File: config.mk
export PLATFORM = sky130hd
export DESIGN_NAME = l2_tlb
export DESIGN_NICKNAME = d
export VERILOG_FILES = /design/src/source/l2_tlb_pkg.sv /design/src/source/l2_tlb.sv /design/src/source/l2_tlb_replacement_unit.sv /design/src/source/l2_tlb_entry_array.sv
export VERILOG_INCLUDE_DIRS = /design/src /design/src/source
export SDC_FILE = /design/constraint.sdc
export NUM_CORES = 1
export LEC_CHECK = 0
export BUFFER_PORTS_ARGS = -buffer_cell sky130_fd_sc_hd__buf_4
export CAP_MARGIN = 20
export CORE_MARGIN = 2
export CORE_UTILIZATION = 40
export CTS_BUF_LIST = sky130_fd_sc_hd__clkbuf_4 sky130_fd_sc_hd__clkbuf_8
export DETAILED_ROUTE_END_ITERATION = 6
export SLEW_MARGIN = 40
export SYNTH_ARGS = -nofsm -noshare
export SYNTH_HDL_FRONTEND = slang
export SYNTH_SLANG_ARGS = --single-unit
File: constraint.sdc
create_clock -name clk_i -period 4.11 [get_ports clk_i]
set_input_delay 1.0275 -clock clk_i [delete_from_list [all_inputs] [get_ports clk_i]]
set_output_delay 1.0275 -clock clk_i [all_outputs]
set_load 0.03 [all_outputs]
File: src/source/l2_tlb_config.svh
// L2 TLB configuration
// Geometry and page number widths shared by the package and the RTL

`ifndef L2_TLB_CONFIG_SVH
`define L2_TLB_CONFIG_SVH

// Number of sets, must be a power of two
`define L2_TLB_N_SETS 8

// Virtual page number width in bits
`define L2_TLB_VPN_W 20

// Physical page number width in bits
`define L2_TLB_PPN_W 16

// Associativity
// The pseudo-LRU tree is built for exactly four ways, so this only sizes vectors
`define L2_TLB_N_WAY 4

`endif
File: src/source/l2_tlb_pkg.sv
// L2 TLB package
// Page number, tag, set index and way vector types

`include "l2_tlb_config.svh"

package l2_tlb_pkg;

  // Set index takes the low VPN bits
  localparam int unsigned IDX_W = $clog2(`L2_TLB_N_SETS);
  // Tag is whatever is left above the index
  localparam int unsigned TAG_W = `L2_TLB_VPN_W - IDX_W;

  // Virtual page number
  typedef logic [`L2_TLB_VPN_W-1:0] vpn_t;

  // Physical page number
  typedef logic [`L2_TLB_PPN_W-1:0] ppn_t;

  // Set index
  typedef logic [IDX_W-1:0] set_idx_t;

  // Tag stored per entry
  typedef logic [TAG_W-1:0] tag_t;

  // One bit per way
  // Hit, valid and replacement vectors
  typedef logic [`L2_TLB_N_WAY-1:0] way_vec_t;

endpackage

File: src/source/l2_tlb.sv
// L2 TLB top level
// 4-way set-associative VPN to PPN translation buffer with pseudo-LRU refill

`timescale 1ns/1ps

`include "l2_tlb_config.svh"

module l2_tlb import l2_tlb_pkg::*; (
  input  logic clk_i,
  input  logic rst_ni,
  // Lookup request
  input  logic lookup_req_i,
  input  vpn_t lookup_vpn_i,
  // Refill request
  input  logic refill_i,
  input  vpn_t refill_vpn_i,
  input  ppn_t refill_ppn_i,
  // Invalidate all entries
  input  logic flush_i,
  // Lookup response
  output logic resp_valid_o,
  output logic resp_hit_o,
  output ppn_t resp_ppn_o
);

  // Address of the current access
  vpn_t     active_vpn;
  set_idx_t index;
  tag_t     tag;

  // Array and replacement unit handshake
  way_vec_t hit_vec;
  way_vec_t valid_vec;
  way_vec_t replace_vec;

  // Refill VPN takes the port when refilling
  assign active_vpn = refill_i ? refill_vpn_i : lookup_vpn_i;

  // Low bits pick the set, the rest is the tag
  assign index = active_vpn[IDX_W-1:0];
  assign tag   = active_vpn[`L2_TLB_VPN_W-1:IDX_W];

  // Translation storage and response
  l2_tlb_entry_array i_entry_array (
    .clk_i         (clk_i),
    .rst_ni        (rst_ni),
    .lookup_req_i  (lookup_req_i),
    .refill_i      (refill_i),
    .flush_i       (flush_i),
    .index_i       (index),
    .tag_i         (tag),
    .refill_ppn_i  (refill_ppn_i),
    .replace_vec_i (replace_vec),
    .hit_vec_o     (hit_vec),
    .valid_vec_o   (valid_vec),
    .resp_valid_o  (resp_valid_o),
    .resp_hit_o    (resp_hit_o),
    .resp_ppn_o    (resp_ppn_o)
  );

  // Victim selection
  // Lookup hits and refills both refresh the tree
  l2_tlb_replacement_unit i_replacement_unit (
    .clk_i                (clk_i),
    .rst_ni               (rst_ni),
    .index_i              (index),
    .hit_vec_i            (hit_vec),
    .valid_vec_i          (valid_vec),
    .valid_tlb_access_i   (lookup_req_i),
    .replacing_an_entry_i (refill_i),
    .replace_vec_o        (replace_vec)
  );

endmodule

File: src/source/l2_tlb_replacement_unit.sv
// L2 TLB replacement unit
// Per-set 3-bit tree pseudo-LRU, lowest invalid way is taken first

`timescale 1ns/1ps

`include "l2_tlb_config.svh"

module l2_tlb_replacement_unit import l2_tlb_pkg::*; (
  input  logic     clk_i,
  input  logic     rst_ni,
  // Set being accessed
  input  set_idx_t index_i,
  // Status of the indexed set
  input  way_vec_t hit_vec_i,
  input  way_vec_t valid_vec_i,
  // Lookup strobe, tree follows the hit vector
  input  logic     valid_tlb_access_i,
  // Refill strobe, tree follows the replacement vector
  input  logic     replacing_an_entry_i,
  // One-hot victim way
  output way_vec_t replace_vec_o
);

  localparam int unsigned N_SETS = `L2_TLB_N_SETS;
  localparam int unsigned N_WAY  = `L2_TLB_N_WAY;

  // Tree bits per set
  // [0] selects the pair, [1] picks in ways 0/1, [2] picks in ways 2/3
  logic [2:0] plru_q [N_SETS];
  logic [2:0] plru_cur;
  logic [2:0] plru_next;

  // Way touched this cycle, zero when nothing to record
  way_vec_t   access_vec;

  // Candidate victims
  way_vec_t   plru_vec;
  way_vec_t   invalid_first_vec;
  logic       all_valid;

  assign plru_cur = plru_q[index_i];

  // Refill wins over lookup, matching the array
  // A lookup only counts when it hits
  always_comb begin
    access_vec = '0;
    if (replacing_an_entry_i) begin
      access_vec = replace_vec_o;
    end else if (valid_tlb_access_i) begin
      access_vec = hit_vec_i;
    end
  end

  // Next tree state of the indexed set
  // Point away from the touched way at both levels
  always_comb begin
    plru_next = plru_cur;
    if (access_vec[0] || access_vec[1]) begin
      plru_next[0] = 1'b1;
      // Even way points to its odd partner
      plru_next[1] = access_vec[0];
    end else if (access_vec[2] || access_vec[3]) begin
      plru_next[0] = 1'b0;
      plru_next[2] = access_vec[2];
    end
  end

  // Tree flops, updated only for the indexed set
  always_ff @(posedge clk_i or negedge rst_ni) begin
    if (!rst_ni) begin
      for (int s = 0; s < N_SETS; s++) begin
        plru_q[s] <= '0;
      end
    end else if (|access_vec) begin
      plru_q[index_i] <= plru_next;
    end
  end

  // Decode the tree into a one-hot way
  always_comb begin
    plru_vec = '0;
    if (!plru_cur[0]) begin
      plru_vec[plru_cur[1] ? 1 : 0] = 1'b1;
    end else begin
      plru_vec[plru_cur[2] ? 3 : 2] = 1'b1;
    end
  end

  // Lowest numbered invalid way
  // Scan from the top so the lowest one wins
  always_comb begin
    invalid_first_vec = '0;
    for (int w = N_WAY - 1; w >= 0; w--) begin
      if (!valid_vec_i[w]) begin
        invalid_first_vec    = '0;
        invalid_first_vec[w] = 1'b1;
      end
    end
  end

  assign all_valid = &valid_vec_i;

  // Tree only decides once the set is full
  assign replace_vec_o = all_valid ? plru_vec : invalid_first_vec;

endmodule

File: src/source/l2_tlb_entry_array.sv
// L2 TLB entry array
// Valid, tag and PPN storage with tag compare, refill write, flush
// and the registered lookup response

`timescale 1ns/1ps

`include "l2_tlb_config.svh"

module l2_tlb_entry_array import l2_tlb_pkg::*; (
  input  logic     clk_i,
  input  logic     rst_ni,
  // Request strobes
  input  logic     lookup_req_i,
  input  logic     refill_i,
  input  logic     flush_i,
  // Indexed set and tag of the active VPN
  input  set_idx_t index_i,
  input  tag_t     tag_i,
  // Translation to write on a refill
  input  ppn_t     refill_ppn_i,
  // One-hot victim way from the replacement unit
  input  way_vec_t replace_vec_i,
  // Per-way status of the indexed set
  output way_vec_t hit_vec_o,
  output way_vec_t valid_vec_o,
  // Registered lookup response
  output logic     resp_valid_o,
  output logic     resp_hit_o,
  output ppn_t     resp_ppn_o
);

  localparam int unsigned N_SETS = `L2_TLB_N_SETS;
  localparam int unsigned N_WAY  = `L2_TLB_N_WAY;

  // Storage
  // Valid bits are control state, tags and PPNs are payload
  way_vec_t valid_q [N_SETS];
  tag_t     tag_q   [N_SETS][N_WAY];
  ppn_t     ppn_q   [N_SETS][N_WAY];

  // Qualified strobes
  logic     refill_we;
  logic     lookup_fire;

  // Compare results of the indexed set
  way_vec_t hit_vec;
  logic     any_hit;
  ppn_t     hit_ppn;

  // Response registers
  logic     resp_valid_q;
  logic     resp_hit_q;
  ppn_t     resp_ppn_q;

  // Flush beats refill, refill beats lookup
  assign refill_we   = refill_i & ~flush_i;
  assign lookup_fire = lookup_req_i & ~refill_i & ~flush_i;

  // Tag compare against all four ways of the indexed set
  always_comb begin
    for (int w = 0; w < N_WAY; w++) begin
      hit_vec[w] = valid_q[index_i][w] && (tag_q[index_i][w] == tag_i);
    end
  end

  assign any_hit = |hit_vec;

  // PPN of the hitting way
  // Only one way hits as long as a VPN is never refilled twice
  always_comb begin
    hit_ppn = '0;
    for (int w = 0; w < N_WAY; w++) begin
      if (hit_vec[w]) begin
        hit_ppn = ppn_q[index_i][w];
      end
    end
  end

  assign hit_vec_o   = hit_vec;
  assign valid_vec_o = valid_q[index_i];

  // Valid bits
  always_ff @(posedge clk_i or negedge rst_ni) begin
    if (!rst_ni) begin
      for (int s = 0; s < N_SETS; s++) begin
        valid_q[s] <= '0;
      end
    end else if (flush_i) begin
      // Flush drops every entry, tree state lives elsewhere and is kept
      for (int s = 0; s < N_SETS; s++) begin
        valid_q[s] <= '0;
      end
    end else if (refill_we) begin
      valid_q[index_i] <= valid_q[index_i] | replace_vec_i;
    end
  end

  // Tag and PPN payload
  // Written into the one-hot victim way only
  always_ff @(posedge clk_i) begin
    if (refill_we) begin
      for (int w = 0; w < N_WAY; w++) begin
        if (replace_vec_i[w]) begin
          tag_q[index_i][w] <= tag_i;
          ppn_q[index_i][w] <= refill_ppn_i;
        end
      end
    end
  end

  // Lookup response, one cycle after the request is sampled
  always_ff @(posedge clk_i or negedge rst_ni) begin
    if (!rst_ni) begin
      resp_valid_q <= 1'b0;
      resp_hit_q   <= 1'b0;
      resp_ppn_q   <= '0;
    end else begin
      resp_valid_q <= lookup_fire;
      resp_hit_q   <= lookup_fire & any_hit;
      // PPN reads as zero on a miss or when idle
      resp_ppn_q   <= (lookup_fire && any_hit) ? hit_ppn : '0;
    end
  end

  assign resp_valid_o = resp_valid_q;
  assign resp_hit_o   = resp_hit_q;
  assign resp_ppn_o   = resp_ppn_q;

endmodule

# Yosys cells after proc, flatten, opt, wreduce, memory -nomap -nowiden
# Memory sizes are Yosys's and may differ from the RTL's.
# Index checks and enable logic that the tools add are counted.
dict set report op_classes {
  n_lt_le_gt_ge 6
  eq_ne 4
  muxes 51
  bitwise_logic 8
  reduce_logical 14
}
# op n
set op_table {}
lappend op_table {{16-bit two-way mux} 5}
lappend op_table {{17-bit equality test} 4}
lappend op_table {{32-bit by 1-bit greater-or-equal comparator with 1-bit output (second input constant)} 2}
lappend op_table {{32-bit by 4-bit less-than comparator with 1-bit output (second input constant)} 2}
lappend op_table {{32-bit two-way mux} 2}
lappend op_table {{4-bit two-way mux} 11}
lappend op_table {{32-bit bitwise mux} 1}
lappend op_table {{24-bit bitwise mux} 1}
lappend op_table {{1-bit two-way mux} 21}
lappend op_table {{20-bit two-way mux} 1}
lappend op_table {{4-bit binary-select mux with 3-bit select} 1}
lappend op_table {{4-bit demux with 3-bit select} 1}
lappend op_table {{3-bit binary-select mux with 3-bit select} 1}
lappend op_table {{3-bit demux with 3-bit select} 1}
lappend op_table {{3-bit two-way mux} 3}
lappend op_table {{1-bit logical AND} 8}
lappend op_table {{4-bit OR reduction} 2}
lappend op_table {{1-bit AND} 4}
lappend op_table {{1-bit demux with 2-bit select} 2}
lappend op_table {{4-bit greater-or-equal comparator (second input constant)} 1}
lappend op_table {{4-bit by 1-bit less-than comparator with 1-bit output (second input constant)} 1}
lappend op_table {{3-bit inverter with 4-bit output} 1}
lappend op_table {{4-bit bitwise OR} 1}
lappend op_table {{4-bit AND reduction} 1}
lappend op_table {{other kinds (3)} 5}
dict set report word_totals {
  reg_bits 74
  mem_bits_rw 1056
  out_inout_bits 18
  n_memories 2
}
# memory depth width rd rd_ports_with_merged_regs wr line_no
set mem_list {}
lappend mem_list {i_entry_array.tag_q 8 68 1 0 1 l2_tlb_entry_array.sv:38} ;# tag_t tag_q [N_SETS][N_WAY];
lappend mem_list {i_entry_array.ppn_q 8 64 1 0 1 l2_tlb_entry_array.sv:39} ;# ppn_t ppn_q [N_SETS][N_WAY];

# Logic depth before layout (Yosys ltp)
# Gate-level depths: netlist of the first run.
dict set report logic_depth {
  ltp_word 17
  mapped_depth 18
}

# Hierarchy
# A second synthesis of the first run with hierarchy kept.
dict set report hier_totals {
  cells_unflattened 2493
  hier_area_um2 44227.4
}
# mod n_inst cells_each area_per_inst_um2
set modules_own_cells {}
lappend modules_own_cells {l2_tlb_entry_array 1 2333 42371.9}
lappend modules_own_cells {l2_tlb_replacement_unit 1 138 1532.7}
lappend modules_own_cells {l2_tlb 1 22 322.8}

# Worst setup path before layout of the first run
# Ideal clock, no wire load.
dict set report synth_timing {
  path_type {in2reg}
  from {input refill_vpn_i[1]}
  to {memory i_entry_array.ppn_q[0][48] in the netlist's numbering, enable pin}
  setup_ns 0.423
  arrival_time_ns 4.956
  path_slack_ns -1.269
  stages 14
  path_buffers 7
  path_cell_list {buf_2 > and3b_1 > nor2_1 > buf_2 > buf_2 > buf_2 > buf_2 > buf_2 > o32ai_1 > nor4_1 > inv_1 > o31a_1 > clkbuf_1 > nor2_1}
}
dict set report synth_via {
  elab_chain_cells 15
  word_cells_on_any_way 29
}
# item line_no
set synth_rtl {}
lappend synth_rtl {{from (decl)} l2_tlb.sv:16} ;# input vpn_t refill_vpn_i,
lappend synth_rtl {{20-bit two-way mux (*)} l2_tlb.sv:37} ;# assign active_vpn = refill_i ? refill_vpn_i : lookup_vpn_i;
lappend synth_rtl {{3-bit inverter with 4-bit output (not written as such)} {l2_tlb_replacement_unit.sv:41, l2_tlb_entry_array.sv:80}}
lappend synth_rtl {{3-bit binary-select mux with 3-bit select} l2_tlb_replacement_unit.sv:41} ;# assign plru_cur = plru_q[index_i];
lappend synth_rtl {{3-bit two-way mux (not written as such) (2 in series)} l2_tlb_replacement_unit.sv:41}
lappend synth_rtl {{1-bit two-way mux, on equally long branches} {l2_tlb_replacement_unit.sv:83, l2_tlb_replacement_unit.sv:85}}
lappend synth_rtl {{32-bit by 1-bit greater-or-equal comparator with 1-bit output (not written as such), or another cell as far along} l2_tlb_replacement_unit.sv:83} ;# plru_vec[plru_cur[1] ? 1 : 0] = 1'b1;
lappend synth_rtl {{1-bit logical AND, on equally long branches} {l2_tlb_replacement_unit.sv:83, l2_tlb_replacement_unit.sv:85}}
lappend synth_rtl {{1-bit two-way mux, on equally long branches} {l2_tlb_replacement_unit.sv:83, l2_tlb_replacement_unit.sv:85}}
lappend synth_rtl {{1-bit demux with 2-bit select} n/a}
lappend synth_rtl {{4-bit two-way mux} l2_tlb_replacement_unit.sv:82} ;# if (!plru_cur[0]) begin
lappend synth_rtl {{4-bit two-way mux} l2_tlb_replacement_unit.sv:104} ;# assign replace_vec_o = all_valid ? plru_vec : invalid_first_vec;
lappend synth_rtl {{1-bit two-way mux} l2_tlb_entry_array.sv:103} ;# if (replace_vec_i[w]) begin
lappend synth_rtl {{1-bit two-way mux} l2_tlb_entry_array.sv:101} ;# if (refill_we) begin
lappend synth_rtl {{1-bit two-way mux (not written as such)} l2_tlb_entry_array.sv:105} ;# ppn_q[index_i][w] <= refill_ppn_i;
lappend synth_rtl {{to (decl)} l2_tlb_entry_array.sv:39}
# Every way passes the cells marked *; elsewhere a longest branch is shown, timed or not. The select of a mux whose other input is x is not followed.

# Final worst setup path of the first run
dict set report layout_timing {
  from {input refill_i}
  to {register i_entry_array.resp_ppn_q[12], in the netlist i_entry_array.resp_ppn_o[12]}
}
dict set report layout_via {
  elab_chain_cells 11
  word_cells_on_any_way 25
}
# item line_no
set layout_rtl {}
lappend layout_rtl {{from (decl)} l2_tlb.sv:15} ;# input logic refill_i,
lappend layout_rtl {{branches (longest 10 deep; another with memory 8 x 68 bit)} n/a}
lappend layout_rtl {{16-bit two-way mux (*)} l2_tlb_entry_array.sv:121} ;# resp_ppn_q <= (lookup_fire && any_hit) ? hit_ppn : '0;
lappend layout_rtl {{to (signal assigned)} l2_tlb_entry_array.sv:121}
lappend layout_rtl {{to (decl)} l2_tlb_entry_array.sv:53} ;# ppn_t resp_ppn_q;
# Mark *: on every way between the ends. The select of a mux whose other input is x is not followed.
# A chain may end at the register's enable or synchronous reset.

==> impl_metrics.yaml, run 1 <==
critical_path:
  reg2reg_from: "i_entry_array.valid_q[14]"
  critical_path.top_delay_family: "simple AND/OR/NAND/NOR gates"
  crit_path_start_kind: "input pin"
  critPathSlowestCell: "or4_4"
  arrival_ns: 4.84
  cp-startpoint: "refill_i"
  crit_cells: 16
  crit_buf_inv: 6
  cp_max_fo: 23
  crit_required_ns: 4.82
  critPathKind: "in -> reg"
  critPathCaptureType: "flip-flop"
  reg2reg_depth: 10
  cp_common_cell: "buf_4"
  slowest_delay_ns: 0.57
  r2r_end: "i_entry_array.resp_ppn_o[8]"
  path_cells: "buf_12, and3b_2, buf_4, nor2_4, buf_12, o22ai_1, o31a_1, or4_4, a2111oi_4, nand4_1, buf_4, buf_6, buf_4, nor3_2, o21ai_0, a311oi_1"
  reg2reg_slack_ns: 0.31
  crit_end: "i_entry_array.resp_ppn_o[12]"
clock_tree:
  clock_sinks: 1130
  path_clk_slew_ns: 0.06
  cts_tree: "done"
  clk_path_buf_depth: 3
  clk_latency_ns: 0.84
  root_buffer: "clkbuf_8"
  h-tree-depth: 4
  cts_buffers: 175
synth:
  synth_seq_area_share: 0.761
  async_reset_ff_frac: 0.0655
  synth-xor-area-share: 0.00874
  synth_edf_count: 1056
  syn_avg_cell_area_um2: 14.8
  synth_top_family_by_area: "compound AO/OA/AOI/OAI gates"
  ys_ff_latch: 1130
  syn_inst: 2983
  synth_cell_types: 84
  synth_simple_gate_area_share: 0.0832
  syn_nets: 3044
  synthMuxAreaShare: 0.0133
  synth_ff_type: "edfxtp_1"
  synth_area_um2: 44100
  yosysWarnings: 0
  synthAdderAreaFrac: 0
  synth_compound_area_frac: 0.111
floorplanning:
  fp.dieW_um: 336
  start_util: 0.404
  std_cell_rows: 121
  die_height_um: 336
  io_pins: 79
  die_area_um2: 113000
  coreArea_um2: 109000
pwr:
  power.total_mw: 24.1
  power_leakage_nw: 18.4
  power_density_nw_per_um2: 445
  vdd_ir_drop_max_v: 0.000328
detailed_routing:
  ant_nets: 0
  wl_per_cell_um: 28.1
  vias: 30100
  vias_per_cell: 5.91
  drt-pass1-iter-count: 5
  totalWireLength_um: 143000
  drt_iter0_markers: 3678
  drcViolationCount: 0
global_routing:
  grt_pass1_vias: 29000
  antenna_found_initial: 3
  grt-ovfl-total: 0
  grt_usage: 0.252
  grt_pass1_wl_um: 205000
  grt_max_degree: 55
sta:
  final.setup.tns_ns: -0.0258
  hold_ws_ns: 0.176
  setup_ws_ns: -0.0258
  hold_violations: 0
  worstMarginPinSlew_ns: 0.904
  fmax_mhz: 242
  fin_worst_skew_ns: 0.0415
  fin_crit_sh: 1.01
  fin_crit_ns: 4.14
  final-setup-viol-count: 1
  final_max_slew_viol_count: 0
  relSlewSlack: 0.397
worst_hold_path:
  holdCritPathClass: "in -> async"
cells_and_area:
  num-fill-cells: 9271
  synthToLayoutAreaGrowth_pct: 22.7
  final_common_cell: "edfxtp_1"
  nets: 3548
  finish.utilization: 0.496
  final_area_um2: 54100
  final_cell_mix: "edfxtp_1 (1056), buf_4 (414), o22ai_1 (299)"
  layout-drive-gt1-share: 0.244
place:
  gp_congestion: 0.922
  placed_area_um2: 50400
  io_buffers: 78
  post-dp-hpwl_um: 90600
job:
  drv_cap: 0
status:
  violations: "negative setup slack"
  outcome: "finished with violations"
-- worst min path at each step --
stage	to	slack (ns)	start	depth (start not counted)
5_1_grt	i_entry_array.valid_q[27]	0.20	rst_ni	1
3_3_place_gp	i_entry_array.valid_q[20]	0.48	i_entry_array.valid_q[20]	2
4_1_cts	i_replacement_unit.plru_q[23]	0.16	rst_ni	1
3_5_place_dp	i_replacement_unit.plru_q[23]	0.49	i_replacement_unit.plru_q[23]	1
6_report	i_entry_array.valid_q[27]	0.18	rst_ni	1
2_1_floorplan	i_entry_array.valid_q[0]	0.46	i_entry_array.valid_q[0]	2
-- cell type report --
cell class | count | area, µm² | share of cell area
Inverter | 39 | 151 | 0.00280
Clock buffer | 241 | 2950 | 0.0545
Antenna cell | 1 | 2.50 | 0.0000463
Sequential cell | 1130 | 33600 | 0.620
Tap cell | 1476 | 1850 | 0.0341
Timing Repair Buffer | 517 | 5100 | 0.0943
Multi-Input combinational cell | 1624 | 10100 | 0.186
Clock inverter | 69 | 413 | 0.00763
-- cells by family (layout without fill, tap and decap cells) --
group           after synthesis  count (layout)
flops                      1130            1130
mux                          58              58
other cells                   0               1
compound gates              732             732
simple gates                790             790
xor+xnor                     44              44
buf+inv                     229             866
-- registers in the layout (all words and copies together), names as in the netlist --
signal	count
i_entry_array.resp_ppn_o	16
i_entry_array.resp_hit_o	1
i_entry_array.ppn_q	512
i_entry_array.resp_valid_o	1
i_entry_array.tag_q	544
i_replacement_unit.plru_q	24
i_entry_array.valid_q	32
-- where the power goes --
part / switching [mW] / internal [mW] / total (mW)
registers: 0.0392 / 12.7 / 12.7
clock network: 4.37 / 4.82 / 9.19
logic: 1.37 / 0.778 / 2.15
-- per-stage QoR --
step                cells  worst slack, ns
finish               5097          -0.0258
CTS                  5081          0.00947
floorplan            2983           -0.610
detailed placement   4770            -1.29
global route         5097          -0.0373
global placement     4770            -1.31
-- cell usage after synthesis (all sizes together) (8+ instances only) --
| master | instances | area share |
|---|---|---|
| o22ai | 300 | 0.043 |
| o31ai | 8 | 0.0015 |
| clkbuf | 85 | 0.0072 |
| buf | 105 | 0.012 |
| or3 | 12 | 0.0017 |
| xnor2 | 42 | 0.0083 |
| a32oi | 23 | 0.0046 |
| nand2 | 287 | 0.025 |
| nor2 | 215 | 0.018 |
| nand4 | 28 | 0.0040 |
| and3 | 20 | 0.0028 |
| and4 | 9 | 0.0018 |
| a22o | 9 | 0.0018 |
| o22a | 15 | 0.0030 |
| nor3 | 52 | 0.0060 |
| a21oi | 98 | 0.011 |
| a311oi | 14 | 0.0028 |
| a21o | 14 | 0.0024 |
| a2111oi | 9 | 0.0019 |
| or4 | 21 | 0.0036 |
| o221ai | 31 | 0.0062 |
| edfxtp | 1056 | 0.72 |
| mux2i | 53 | 0.012 |
| o21ai | 77 | 0.0087 |
| dfrtp | 74 | 0.042 |
| nor4 | 31 | 0.0044 |
| a22oi | 14 | 0.0025 |
| a31oi | 21 | 0.0030 |
| inv | 38 | 0.0032 |
| nand3 | 78 | 0.0089 |
| a211oi | 37 | 0.0063 |
-- repair_timing --
| item | 4_1_cts | 5_1_grt |
|---|---|---|
| resized for setup | 11 | 40 |
| hold buffers | 0 | 0 |
| setup buffers | 1 | 15 |
| pin swaps | 6 | 18 |
| setup endpoints to repair | 41 | 43 |
-- routing by layer --
layer | track usage | wire length (µm) | part of all wire | up-vias
met3 | 0.0423 | 13100 | 0.092 | 283
met2 | 0.397 | 66600 | 0.46 | 1697
met5 | 0 | 33 | 0.00023 | -
met1 | 0.353 | 58800 | 0.41 | 15300
met4 | 0.0900 | 4720 | 0.033 | 4
li1 | - | - | - | 12800
Power figures use the tool's default switching activity.
==> inputs of run 2 (changes only) <==
--- a/config.mk
+++ b/config.mk
@@ -6,12 +6,14 @@
 export SDC_FILE = /design/constraint.sdc
 export NUM_CORES = 1
 export LEC_CHECK = 0
+export ABC_AREA = 1
 export BUFFER_PORTS_ARGS = -buffer_cell sky130_fd_sc_hd__buf_4
 export CAP_MARGIN = 20
 export CORE_MARGIN = 2
 export CORE_UTILIZATION = 40
-export CTS_BUF_LIST = sky130_fd_sc_hd__clkbuf_4 sky130_fd_sc_hd__clkbuf_8
+export CTS_BUF_LIST = sky130_fd_sc_hd__clkbuf_2
 export DETAILED_ROUTE_END_ITERATION = 6
+export HOLD_SLACK_MARGIN = 0.12
 export SLEW_MARGIN = 40
 export SYNTH_ARGS = -nofsm -noshare
 export SYNTH_HDL_FRONTEND = slang
==> run 2 against run 1 <==
Compared with the run above:
- the run ends with design-rule violations left
- area after synthesis is 3.7% higher
- wire length is 2.9% lower
- maximum frequency is 23% higher
- largest power group unchanged
==> impl_metrics.yaml, run 2 <==
synth:
  async_reset_ff_frac: 0.0655
  synth.largest_area_cell: "edfxtp_1"
  synth_ff_type: "edfxtp_1"
  syn_avg_cell_area_um2: 12.1
  synth_area_um2: 45700
  ys_ff_latch: 1130
  synthMuxAreaShare: 0
  syn_nets: 3831
  synth_seq_area_share: 0.734
  synth_most_common_cell: "edfxtp_1"
  synth_top_family_by_area: "simple AND/OR/NAND/NOR gates"
  ys_top_cells_by_count: "edfxtp_1 (1056), nand2_1 (1042), nor2_1 (277)"
  synth_top_area_frac: 0.693
  synth_compound_area_frac: 0.0696
  synth_simple_gate_area_share: 0.158
  syn_inst: 3770
  ys_top_cells_by_area: "edfxtp_1 (69%), nand2_1 (8.6%), dfrtp_1 (4.0%)"
  synth_edf_count: 1056
  synthAdderAreaFrac: 0
  yosysWarnings: 0
  synth-xor-area-share: 0.000383
  synth_cell_types: 46
clock_tree:
  path_clk_slew_ns: 0.10
  clk_path_buf_depth: 4
  cts_tree: "done"
  clock_sinks: 1130
  root_buffer: "clkbuf_2"
  h-tree-depth: 5
  clk_latency_ns: 1.56
  postCtsSetupRepairBufs: 0
  postCtsResizedCells: 0
  cts_hold_buf: 50
  cts_buffers: 305
critical_path:
  reg2reg_slack_ns: 1.43
  cp_max_fo: 25
  arrival_ns: 4.79
  reg2reg_from: "i_entry_array.valid_q[21]"
  critPathCaptureType: "flip-flop"
  critPathKind: "in -> reg"
  reg2reg_depth: 16
  crit_required_ns: 5.54
  crit_path_start_kind: "input pin"
  r2r_end: "i_entry_array.tag_q[7][38]"
pwr:
  power.total_mw: 22.6
  power_leakage_nw: 20.4
  power_density_nw_per_um2: 421
  vdd_ir_drop_max_v: 0.000268
cells_and_area:
  num-fill-cells: 10400
  final_area_um2: 53700
  final_cell_mix: "edfxtp_1 (1056), nand2_1 (1035), clkbuf_2 (443)"
  largest_reg_flops: 544
  finish.utilization: 0.472
  final_common_cell: "edfxtp_1"
  layout-drive-gt1-share: 0.200
  nets: 4348
  top_regs: "i_entry_array.tag_q: 544 flops, i_entry_array.ppn_q: 512 flops, i_entry_array.valid_q: 32 flops"
  top_register: "i_entry_array.tag_q"
  synthToLayoutAreaGrowth_pct: 17.4
global_routing:
  grt_usage: 0.238
  grt_pass1_wl_um: 204000
  grt-ovfl-total: 0
  grt_max_degree: 69
  antenna_found_initial: 2
  grt_pass1_vias: 31200
sta:
  worstMarginPinSlew_ns: 1.05
  fmax_mhz: 297
  setup_ws_ns: 0.745
  final-setup-viol-count: 0
  grt_setup_unrepaired: "false"
  fin_worst_skew_ns: 0.134
  fin_crit_sh: 0.819
  hold_violations: 0
  fin_crit_ns: 3.37
  final_max_slew_viol_count: 0
  relSlewSlack: 0.299
worst_hold_path:
  holdCritPathClass: "in -> reg"
  holdPathStages: 7
  worstHoldEndpoint: "i_entry_array.valid_q[28]"
  hp-start: "lookup_vpn_i[0]"
place:
  post-dp-hpwl_um: 85000
  placed_area_um2: 50700
  io_buffers: 78
  dp_slack_ns: -0.104
  gp_congestion: 0.989
detailed_routing:
  wl_per_cell_um: 23.2
  vias_per_cell: 5.37
  ant_nets: 0
  drt_iter0_markers: 3449
  drcViolationCount: 14
  totalWireLength_um: 139000
  drt-pass1-iter-count: 7
  vias: 32200
floorplanning:
  coreArea_um2: 114000
  fp.dieW_um: 342
  io_pins: 79
  std_cell_rows: 124
  die_height_um: 342
  start_util: 0.402
  die_area_um2: 117000
status:
  outcome: "finished with violations"
  violations: "design-rule violations"
job:
  drv_cap: 0
==> run 2: changes by cell type after synthesis, sizes merged, moves of 35 or more <==
cell	before	now
o21ai	77	268
clkbuf	85	50
o22ai	300	187
a21oi	98	37
mux2i	53	0
xnor2	42	0
a211oi	37	0
nor2	215	282
nand3	78	262
inv	38	189
nand2	287	1055
==> run 2: report_power, final <==
part,internal [mW],total (mW),switching [mW],leakage [nW]
logic,0.733,2.35,1.61,7.91
clock network,3.02,7.51,4.50,1.99
registers,12.7,12.8,0.0484,10.5
==> run 2: area by class of cell <==
cell class / count / area, µm² / area share
antenna: 6 / 15.0 / 0.000280
clock buffer: 443 / 2220 / 0.0413
clock inverter: 56 / 290 / 0.00541
inverter: 190 / 721 / 0.0134
multi-input combinational: 2269 / 10800 / 0.201
sequential: 1130 / 33600 / 0.625
tap: 1512 / 1890 / 0.0352
timing repair buffer: 391 / 4200 / 0.0781
==> run 2: worst max path at each step <==
stage | startpoint | endpoint | slack [ns] | cells past startpoint
finish | lookup_vpn_i[5] | i_entry_array.resp_ppn_o[0] | 0.74 | 17
CTS | i_entry_array.resp_ppn_o[7] | resp_ppn_o[7] | 0.77 | 1
global placement | refill_i | i_entry_array.resp_ppn_o[10] | -0.1 | 19
floorplan | refill_i | i_entry_array.ppn_q[0][48] | -0.32 | 18
global route | refill_vpn_i[0] | i_entry_array.resp_ppn_o[13] | 0.71 | 21
detailed placement | refill_i | i_entry_array.resp_ppn_o[13] | -0.10 | 19
==> run 2: cells by family after synthesis <==
logic type,count (synthesis)
simple gates,1720
xor+xnor,2
buf+inv,371
compound gates,547
flops,1130
==> run 2: worst max-delay path, cell delays in order <==
cell and delay, ns:
dlygate4sd3_1 0.54, buf_4 0.10, inv_1 0.03, o21ai_2 0.34, dlygate4sd3_1 0.74, buf_4 0.33, nand3_1 0.11, nand2_1 0.09
nand3_1 0.27, nor2_1 0.22, and2_1 0.27, buf_12 0.15, buf_12 0.12, nand3_1 0.08, nand2_1 0.14, a21oi_1 0.11
nor2_1 0.09
==> run 2: routing by layer <==
metal | GRT usage | routed length, µm | part of all wire | up-vias
li1 | - | - | - | 14600
met1 | 0.325 | 57800 | 0.42 | 15700
met5 | 0 | 0 | 0 | -
met4 | 0.102 | 5390 | 0.039 | 0
met3 | 0.0467 | 11600 | 0.083 | 289
met2 | 0.372 | 64400 | 0.46 | 1578
==> run 2: metrics by stage <==
step | instances | TNS [ns] | hold WS, ns
global placement | 5442 | -1.28 | 0.464
CTS | 5991 | 0 | 0.120
global route | 5997 | 0 | 0.162
floorplan | 3770 | -277.64 | 0.449
finish | 5997 | 0 | 0.256
detailed placement | 5442 | -1.19 | 0.468
